===== src/logic/core_pkg.sv =====
package core_pkg;

	localparam int IMEM_AW = 10; // instruction memory word address.
	localparam int DMEM_AW = 10; // data memory word address.

	typedef enum logic {
		LOAD,
		EXEC
	} mode_e;

	typedef enum logic [3:0] {
		ALU_ADD,
		ALU_SUB,
		ALU_AND,
		ALU_OR,
		ALU_NOR,
		ALU_SLL,
		ALU_SRL,
		ALU_SLT,
		ALU_LUI // imm into upper half.
	} alu_op_e;

endpackage


===== src/logic/alu.sv =====
module alu (
	input core_pkg::alu_op_e op,
	input logic [31:0] a,
	input logic [31:0] b,
	input logic [4:0] shamt,
	output logic [31:0] result,
	output logic eq
);
	always_comb begin
		case (op)
			core_pkg::ALU_ADD: result = a + b;
			core_pkg::ALU_SUB: result = a - b;
			core_pkg::ALU_AND: result = a & b;
			core_pkg::ALU_OR: result = a | b;
			core_pkg::ALU_NOR: result = ~(a | b);
			core_pkg::ALU_SLL: result = b << shamt; // shifts act on rt.
			core_pkg::ALU_SRL: result = b >> shamt;
			core_pkg::ALU_SLT: result = {31'b0, $signed(a) < $signed(b)};
			core_pkg::ALU_LUI: result = {b[15:0], 16'b0};
			default: result = a + b;
		endcase
	end

	assign eq = a == b; // for BEQ and BNE.
endmodule


===== config.mk =====
export PLATFORM = sky130hd
export DESIGN_NAME = alu
export DESIGN_NICKNAME = d
export VERILOG_FILES = /design/src/logic/core_pkg.sv /design/src/logic/alu.sv
export SDC_FILE = /design/constraint.sdc
export NUM_CORES = 1
export LEC_CHECK = 0
export ABC_AREA = 1
export BUFFER_PORTS_ARGS = -buffer_cell sky130_fd_sc_hd__buf_2
export CAP_MARGIN = 20
export CORE_MARGIN = 5
export CORE_UTILIZATION = 40
export DETAILED_ROUTE_END_ITERATION = 8
export PLACE_DENSITY = 0.69
export RECOVER_POWER = 100
export SYNTH_ARGS = -nofsm -noshare
export SYNTH_HDL_FRONTEND = slang
export SYNTH_SLANG_ARGS = --single-unit

===== constraint.sdc =====
create_clock -name vclk -period 3.4
set_input_delay 0.68 -clock vclk [all_inputs]
set_output_delay 0.68 -clock vclk [all_outputs]
set_load 0.02 [all_outputs]

Yosys cells after proc, flatten, opt, wreduce, memory -nomap -nowiden:

Index checks and enable logic that the tools add are counted.

* bits in registers: 0
* bits of input ports: 73
* output and inout port bits: 33
* logic and storage cells: 18

* $add $sub $neg: 2
* $lt $le $gt $ge: 1
* equal/unequal tests: 9
* shift-type cells: 2
* muxes and demuxes: 1
* bitwise logic cells: 3

Operators with widths (count)
* 32-bit one-hot mux with 8 select lines: 1
* 32-bit adder: 1
* 32-bit AND: 1
* 32-bit equality test: 1
* 32-bit < comparator: 1
* 32-bit inverter: 1
* 32-bit OR: 1
* 32-bit by 5-bit << shifter with 32-bit output: 1
* 32-bit by 5-bit >> shifter with 32-bit output: 1
* 32-bit subtractor: 1
* 4-bit by 3-bit equality test with 1-bit output, second input constant: 4
* 4-bit by 2-bit equality test with 1-bit output, second input constant: 2
* 4-bit by 1-bit equality test with 1-bit output, second input constant: 1
* 4-bit equality test, second input constant: 1

Longest topological paths before layout:

Gate-level depths: netlist of run 1.

* word-level depth: 3
* depth in mapped cells: 16
* depth with buffers taken out: 15

Worst setup path before layout of run 1:

OpenSTA, ideal clock, no wires.

* path kind: input -> output
* start point: input a[0]
* end point: output result[0]
* arrival: 2375 ps
* data required time: 2720 ps
* setup slack: 345 ps
* stages on the path: 14
* path through: inv_1 -> ha_1 -> fa_1 -> inv_1 -> nand2_1 -> nand2_1 -> nand3_1 -> nand2_1 -> nand2_1 -> nand2_1 -> nand2_1 -> nand3_1 -> nand3_1 -> a21oi_1

* cells in the longest elaborated chain, start to end: 3
* elaborated cells between the ends (all ways): 7
* classes of those cells: add/sub: 2; order compare: 1; mux: 1; bitwise: 3

RTL lines
* start: declaration: RTL line alu.sv:3 `input logic [31:0] a,`
* branches (longest 2 deep; another with 32-bit adder)
* 32-bit one-hot mux with 8 select lines (*): RTL line alu.sv:10 `case (op)`
* end: declaration: RTL line alu.sv:6 `output logic [31:0] result,`

Every way passes the cells marked *.

Worst setup path in the final report of run 1:

* start point: input a[26]
* end point: output result[29]

* cells in the longest elaborated chain, start to end: 2
* elaborated cells between the ends (all ways): 3
* classes of those cells: add/sub: 2; mux: 1

RTL lines (RTL line)
* 32-bit adder / 32-bit subtractor (equally long branches): alu.sv:11, alu.sv:20, alu.sv:12
* 32-bit one-hot mux with 8 select lines (*): alu.sv:10

Mark *: on every way between the ends. The rest lies on a longest branch, timed or not.

==> results.toml, run 1 <==
[status]
run_status = "finished, final reports clean"

[sta]
worst_slew_pin_slew_ns = 0.566
finalHoldViolCount = 0
slew_headroom = 0.619
post-route-min-period_ns = 3.34
slew_viol_final = 0
worst_slack_ns = 0.0641
period_share = 0.981
fmaxAchievable_mhz = 300
setup_viol = 0

[die]
initial_core_util = 0.404
rows = 57
fp.dieH_um = 166
core-area_um2 = 24200
io_pins = 106
fp.dieW_um = 166
die-area_um2 = 27600

[routing]
vias = 14521
wirelength_um = 51200
route.detailed.drc = 0
final_antenna_net_count = 0
drtPass1Iterations = 7
routedWlPerCell_um = 20.1
drt_iter0_drc = 2146
viasPerCell = 5.71

[cells_and_area]
final_nets = 2394
fill_cells = 2672
n_clock_buffer = 0
area_growth_syn_to_layout_pct = 28.7
final_cell_mix = "nand2_1 (641), nand3_1 (284), inv_1 (269), buf_4 (204), nor2_1 (167)"
fin_util = 0.520
drive_gt1_frac = 0.211
stdcell_count = 2545
final_common_cell = "nand2_1"
regArea_um2 = 0
stdcell_area_um2 = 12600
n_sequential_cell = 0

[global_routing]
grt_pass1_vias = 13183
overflow = 0
grt_pass1_wl_um = 74800
grt_max_degree = 77
grtUsageTotal = 0.342
antenna_found_initial = 2

[placed_design]
dp_hpwl_um = 43300
placed_cells = 2540
gp_congestion = 1.16
portBuffers = 106
place_ws_ns = -0.0655
place_area_um2 = 12000

[logic_synthesis]
ys_warn_count = 0
ys_seq_area_frac = 0
avgSynthCellArea_um2 = 4.91
synth_area_leaders = "nand2_1 (25%), nand3_1 (15%), ha_1 (12%), inv_1 (11%), nor2_1 (7.3%)"
synth_top_area_frac = 0.251
synth_nets = 2162
synth_cell_types = 44
synth_top_area_cell = "nand2_1"
postSynthCellCount = 1990
syn_area_um2 = 9770

[power_and_ir_drop]
power_density_nw_per_um2 = 177
p_leak_nw = 6.96
finalPower_w = 0.00223
ir_worst_vdd_mv = 0.101

[setup_path]
path_max_fanout = 4
arrival_ns = 2.66
startpoint_type = "input port"
worst-endpoint-required_ns = 2.72
critical_path_class = "in -> out"
end_kind = "output port"

[hold_path]
hp-start = "op[3]"
min_to = "result[0]"
whs_path_depth = 7
hp-class = "in -> out"

[clock_network]
ctsHoldBuffers = 0

[job]
maxCapViolations = 0
[routing by layer]
layer | GRT usage | routed length [um] | vias to the layer above
li1 | - | - | 6855
met1 | 0.473 | 20900 | 6620
met2 | 0.549 | 22100 | 901
met3 | 0.0388 | 5530 | 143
met4 | 0.124 | 2730 | 2
met5 | 0 | 13 | -
[what timing repair did]
action | CTS | global route
pin swaps | 1 | 15
buffers inserted | 1 | 3
gates resized for setup | 7 | 140
setup endpoints to repair | 8 | 27
[worst max-delay path by stage]
stage | depth (start not counted) | start | to
after detailed placement | 15 | a[24] | result[29]
after CTS | 16 | a[0] | result[30]
final | 15 | a[26] | result[29]
after global placement | 15 | a[24] | result[29]
after floorplan | 14 | a[0] | result[0]
after global routing | 18 | a[0] | result[24]
[power breakdown]
| part | internal (W) | leakage, nW | switching, W | total, W |
|---|---|---|---|---|
| sequential | 0 | 0 | 0 | 0 |
| clock | 0.0000000000393 | 0.00000634 | 0 | 0.0000000000394 |
| combinational | 0.000817 | 6.96 | 0.00141 | 0.00223 |
[stage by stage]
| stage | hold slack, ns | TNS, ns |
|---|---|---|
| finish | 1.92 | 0 |
| floorplan | 1.63 | 0 |
| CTS | 1.92 | 0 |
| global placement | 1.91 | -0.143 |
| detailed placement | 1.91 | -0.256 |
| global route | 1.99 | -0.144 |
[cells in the mapped netlist (5+ instances only)]
cell       number
clkbuf_1       18
nor2_1        190
o22ai_1         8
o211ai_1       26
inv_1         278
buf_1          16
xor2_1         15
o21bai_1        9
nand3_1       295
o21ai_0        75
nor3_1         21
buf_4           6
a21oi_1        87
buf_6          12
nand4_1        35
a21oi_2        10
o21ai_1        21
o21a_1         15
ha_1           97
inv_2          15
buf_2          40
nand2_1       652
o2111ai_1       5
[logic make-up after synthesis]
group                    after synthesis  synth area share
XOR/XNOR                              15            0.0135
multiplexers                           3           0.00307
AO/OA/AOI/OAI                        268             0.162
AND/OR/NAND/NOR                     1219             0.528
buffers and inverters                386             0.165
adder cells (fa/ha/maj)               99             0.128
[layout make-up]
cell class / instances / area, um2 / area share
multi-input cells: 1604 / 8710 / 0.693
diodes: 1 / 2.50 / 0.000199
well taps: 324 / 405 / 0.0322
repair buffers: 322 / 2350 / 0.187
inverters: 294 / 1110 / 0.0880
[worst max-delay path, cell delays in order]
cell and delay [ns]:
buf_2 0.09, inv_1 0.04, ha_1 0.33, buf_4 0.17, inv_1 0.12, nand2_1 0.13, nor2_2 0.18, nand2_1 0.14
nor3_2 0.14, nand2_1 0.13, nand2_1 0.09, nand2_1 0.05, nand3_1 0.06, nand3_1 0.11, buf_2 0.19
No activity file was read; power rests on OpenSTA's default activity.
==> run 2, diff against run 1 <==
Settings changed: ABC_CLOCK_PERIOD_IN_PS from default to 3400, PLACE_DENSITY 0.69 to 0.61, RECOVER_POWER 100 to 50.
==> run 2 against run 1 <==
Effect of this change: design area down 1.3%; power is 1.4% lower; combinational power hardly changed.
==> results.toml, run 2 (same netlist as run 1, synthesis figures left out) <==
[setup_path]
end_kind = "output port"
worst-endpoint-required_ns = 2.72
arrival_ns = 2.64
critical_path_class = "in -> out"
startpoint_type = "input port"
path_max_fanout = 29

[routing]
met1Wirelength_um = 22600
drt_iter0_drc = 1767
vias = 14336
routedWlPerCell_um = 20.4
dr_wl_met2_um = 22800
drtPass1Iterations = 5
wirelength_um = 51900
met3_length_um = 4270
route.detailed.drc = 0
highest_layer = "met4"
final_antenna_net_count = 0
viasPerCell = 5.64

[placed_design]
portBuffers = 106
gp_congestion = 1.12
dp_hpwl_um = 44000
place_ws_ns = -0.0377

[global_routing]
overflow = 0
grt_max_degree = 72
grt_pass1_wl_um = 75600
grtUsageTotal = 0.348
antenna_found_initial = 0
grt_pass1_vias = 12792

[die]
die-area_um2 = 27600
fp.dieW_um = 166
fp.dieH_um = 166
initial_core_util = 0.404
rows = 57
core-area_um2 = 24200
io_pins = 106

[power_and_ir_drop]
p_leak_nw = 6.91
power_density_nw_per_um2 = 177
pwr-share-seq = 0
p_int_w = 0.000798
ir_worst_vdd_mv = 0.104
combPwrFrac = 1.000
p_sw_w = 0.00140
clkPwrFrac = 0
switching_share = 0.637

[cells_and_area]
area_growth_syn_to_layout_pct = 27.0
diodes = 0
n_sequential_cell = 0
n_clock_buffer = 0
fin_util = 0.513
regArea_um2 = 0
drive_gt1_frac = 0.209
final_nets = 2390
multi_input_area_um2 = 8610
fill_cells = 2701
final_common_cell = "nand2_1"
final_cell_mix = "nand2_1 (634), nand3_1 (288), inv_1 (270), buf_4 (204), nor2_1 (168)"

[hold_path]
hp-class = "in -> out"

[sta]
worst_slack_ns = 0.0802
rsz0062_at_grt = "true"
setup_viol = 0
slew_viol_final = 0
finalHoldViolCount = 0
slew_headroom = 0.591
period_share = 0.976
fmaxAchievable_mhz = 301
worst_slew_pin_slew_ns = 0.608
post-route-min-period_ns = 3.32

[status]
run_status = "finished, final reports clean"

[job]
maxCapViolations = 0

[clock_network]
ctsHoldBuffers = 0
==> run 2: cell count changes in the layout (fill, tap and decap cells not counted), moves of 4 or more <==
cell,before,now
nand2_1,641,634
nand3_2,12,8
clkbuf_2,0,4
ha_1,67,72
buf_12,14,10
nand3_1,284,288
ha_4,22,15
nand2_2,14,21
==> run 2: layout make-up <==
type | count | area share
repair buffers | 318 | 0.184
well taps | 324 | 0.0327
multi-input cells | 1604 | 0.694
inverters | 294 | 0.0892
==> run 2: metal layers <==
| metal | track usage | up-vias |
|---|---|---|
| li1 | - | 6855 |
| met1 | 0.498 | 6622 |
| met4 | 0.107 | 0 |
| met3 | 0.0269 | 110 |
| met5 | 0 | - |
| met2 | 0.557 | 749 |
==> run 2: timing repair <==
item / CTS / global route
gates resized for setup: 6 / 135
cloned: 0 / 0
buffers inserted: 0 / 3
pin swaps: 0 / 10
setup endpoints to repair: 5 / 31
==> run 2: power groups by stage <==
stage | Combinational (W) | Sequential (W) | Clock, W
after floorplan | 0.00119 | 0 | 0
after global routing | 0.00236 | 0 | 0
after detailed placement | 0.00201 | 0 | 0
after global placement | 0.00200 | 0 | 0
final | 0.00220 | 0 | 0
after CTS | 0.00203 | 0 | 0
==> run 2: path summary, 6_finish.rpt <==
| check | from | endpoint | slack, ns | cells after the start |
|---|---|---|---|---|
| hold / removal | op[0] | result[0] | 1.92 | 6 |
| setup / recovery | shamt[0] | result[14] | 0.08 | 13 |
==> run 2: per-stage QoR <==
step	instance area [um2]	total power, W	TNS (ns)	hold WS [ns]	std cells
finish	12400	0.00220	0	1.92	2540
global route	12400	0.00236	-0.222	1.94	2540
CTS	11900	0.00203	0	1.91	2537
detailed placement	11900	0.00201	-0.0700	1.91	2537
global placement	11900	0.00200	-0.0416	1.90	2537
floorplan	9770	0.00119	0	1.63	1990
==> run 2: critical path: stages <==
cell and delay, ns:
clkbuf_4 0.19, buf_12 0.19, nand2_1 0.10, o21ai_1 0.11
nand2_1 0.09, o21ai_0 0.16, nand2_1 0.15, nand3_1 0.13
nand3_1 0.10, nand2_1 0.05, nor2_1 0.35, nand3_1 0.13
buf_2 0.19
==> run 3, diff against run 2 <==
==> constraint.sdc (replaced) <==
create_clock -name vclk -period 3.4
set_input_delay 0.68 -clock vclk [all_inputs]
set_output_delay 0.68 -clock vclk [all_outputs]
set_load 0.01 [all_outputs]
==> run 3 against run 2 <==
Effect of this change: via count decreased by 0.43%; die area unchanged; utilization decreased by 1.0 points; flip-flop and latch count unchanged; first-iteration DRC count decreased by 11%; design area decreased by 2.0%; fmax decreased by 0.82%; hold slack got worse by 0.0019 ns; largest cell class unchanged.
==> results.toml, run 3 (same netlist as run 1, synthesis figures left out) <==
[status]
run_status = "finished, final reports clean"

[routing]
route.detailed.drc = 0
highest_layer = "met4"
routedWlPerCell_um = 20.9
dr_wl_met2_um = 23600
final_antenna_net_count = 0
drt_iter0_drc = 1571
vias = 14274
wirelength_um = 52700
met3_length_um = 4540
drtPass1Iterations = 6
viasPerCell = 5.67
met1Wirelength_um = 22700

[power_and_ir_drop]
pwr-share-seq = 0
p_leak_nw = 6.81
switching_share = 0.640
p_sw_w = 0.00134
clkPwrFrac = 0
p_int_w = 0.000755
finalPower_w = 0.00209
combPwrFrac = 1.000
power_density_nw_per_um2 = 172
ir_worst_vdd_mv = 0.109

[sta]
period_share = 0.984
post-route-min-period_ns = 3.35
finalHoldViolCount = 0
setup_tns_ns = 0
worst_slew_pin_slew_ns = 0.602
slew_viol_final = 0
timing.hold.ws_ns = 1.91
setup_viol = 0
fmaxAchievable_mhz = 299
slew_headroom = 0.594
rsz0062_at_grt = "true"
worst_slack_ns = 0.0529

[die]
die-area_um2 = 27600
core-area_um2 = 24200
rows = 57
initial_core_util = 0.404
fp.dieH_um = 166
fp.dieW_um = 166
io_pins = 106

[global_routing]
grt_max_degree = 57
grt_pass1_wl_um = 75600
grtUsageTotal = 0.350
antenna_found_initial = 0
grt_pass1_vias = 12680
overflow = 0

[setup_path]
end_kind = "output port"
startpoint_type = "input port"
critical_path_class = "in -> out"
crit_path_start = "a[0]"
path_max_fanout = 3
crit_family = "adder cells"
arrival_ns = 2.67
worst-path-stages = 12
cpMostUsedCell = "inv_1"
crit_end = "result[6]"
worst-endpoint-required_ns = 2.72
cp_num_buf_inv = 5
critPathMaxStageDelay_ns = 0.37
cp_cell_sequence = "buf_2 > inv_1 > ha_1 > fa_2 > inv_1 > nand4_1 > nand3b_1 > xor2_1 > inv_1 > a21oi_1 > nand4_1 > buf_2"
crit_path_top_delay_cell = "fa_2"

[cells_and_area]
area_growth_syn_to_layout_pct = 24.5
final_common_cell = "nand2_1"
drive_gt1_frac = 0.195
stdcell_area_um2 = 12200
diodes = 0
fill_cells = 2755
n_sequential_cell = 0
multi_input_area_um2 = 8580
final_cell_mix = "nand2_1 (639), nand3_1 (288), inv_1 (275), buf_4 (181), nor2_1 (173)"
n_clock_buffer = 0
regArea_um2 = 0
final_nets = 2368

[placed_design]
place_area_um2 = 11700
gp_congestion = 1.09
place_ws_ns = -0.0906
dp_hpwl_um = 44600
portBuffers = 106

[hold_path]
hp-class = "in -> out"

[clock_network]
ctsHoldBuffers = 0

[job]
maxCapViolations = 0
==> run 3: routing by layer <==
metal  GRT usage  vias to the layer above
met4      0.0957                        0
li1            -                     6815
met5           0                        -
met2       0.572                      754
met1       0.506                     6607
met3      0.0136                       98
==> run 3: power by group through the flow <==
stage / clock network, W / registers, W / logic [W]
floorplan: 0 / 0 / 0.00114
global route: 0 / 0 / 0.00226
CTS: 0 / 0 / 0.00195
global placement: 0 / 0 / 0.00193
detailed placement: 0 / 0 / 0.00194
finish: 0 / 0 / 0.00209
==> run 3: what timing repair did <==
action / in CTS / in global routing
setup buffers: 0 / 1
gates resized for setup: 2 / 109
setup endpoints to repair: 2 / 29
pin swaps: 0 / 3
==> run 3: through the flow <==
step	util	instances
4_1_cts	0.485	2517
5_1_grt	0.503	2518
6_report	0.503	2518
3_5_place_dp	0.485	2517
3_3_place_gp	0.485	2517
2_1_floorplan	-	1990
==> run 3: area by class of cell <==
cell class | instances | share of cell area
multi-input combinational | 1604 | 0.705
timing repair buffer | 296 | 0.170
inverter | 294 | 0.0910
tap | 324 | 0.0333
==> run 3: worst min-delay path by stage <==
stage	start	endpoint	slack [ns]	depth (start not counted)
after detailed placement	op[3]	result[0]	1.90	7
final	op[0]	result[0]	1.91	6
after global routing	op[0]	result[0]	1.93	6
after CTS	op[3]	result[0]	1.91	7
after floorplan	op[0]	result[0]	1.58	4
after global placement	op[3]	result[0]	1.90	7
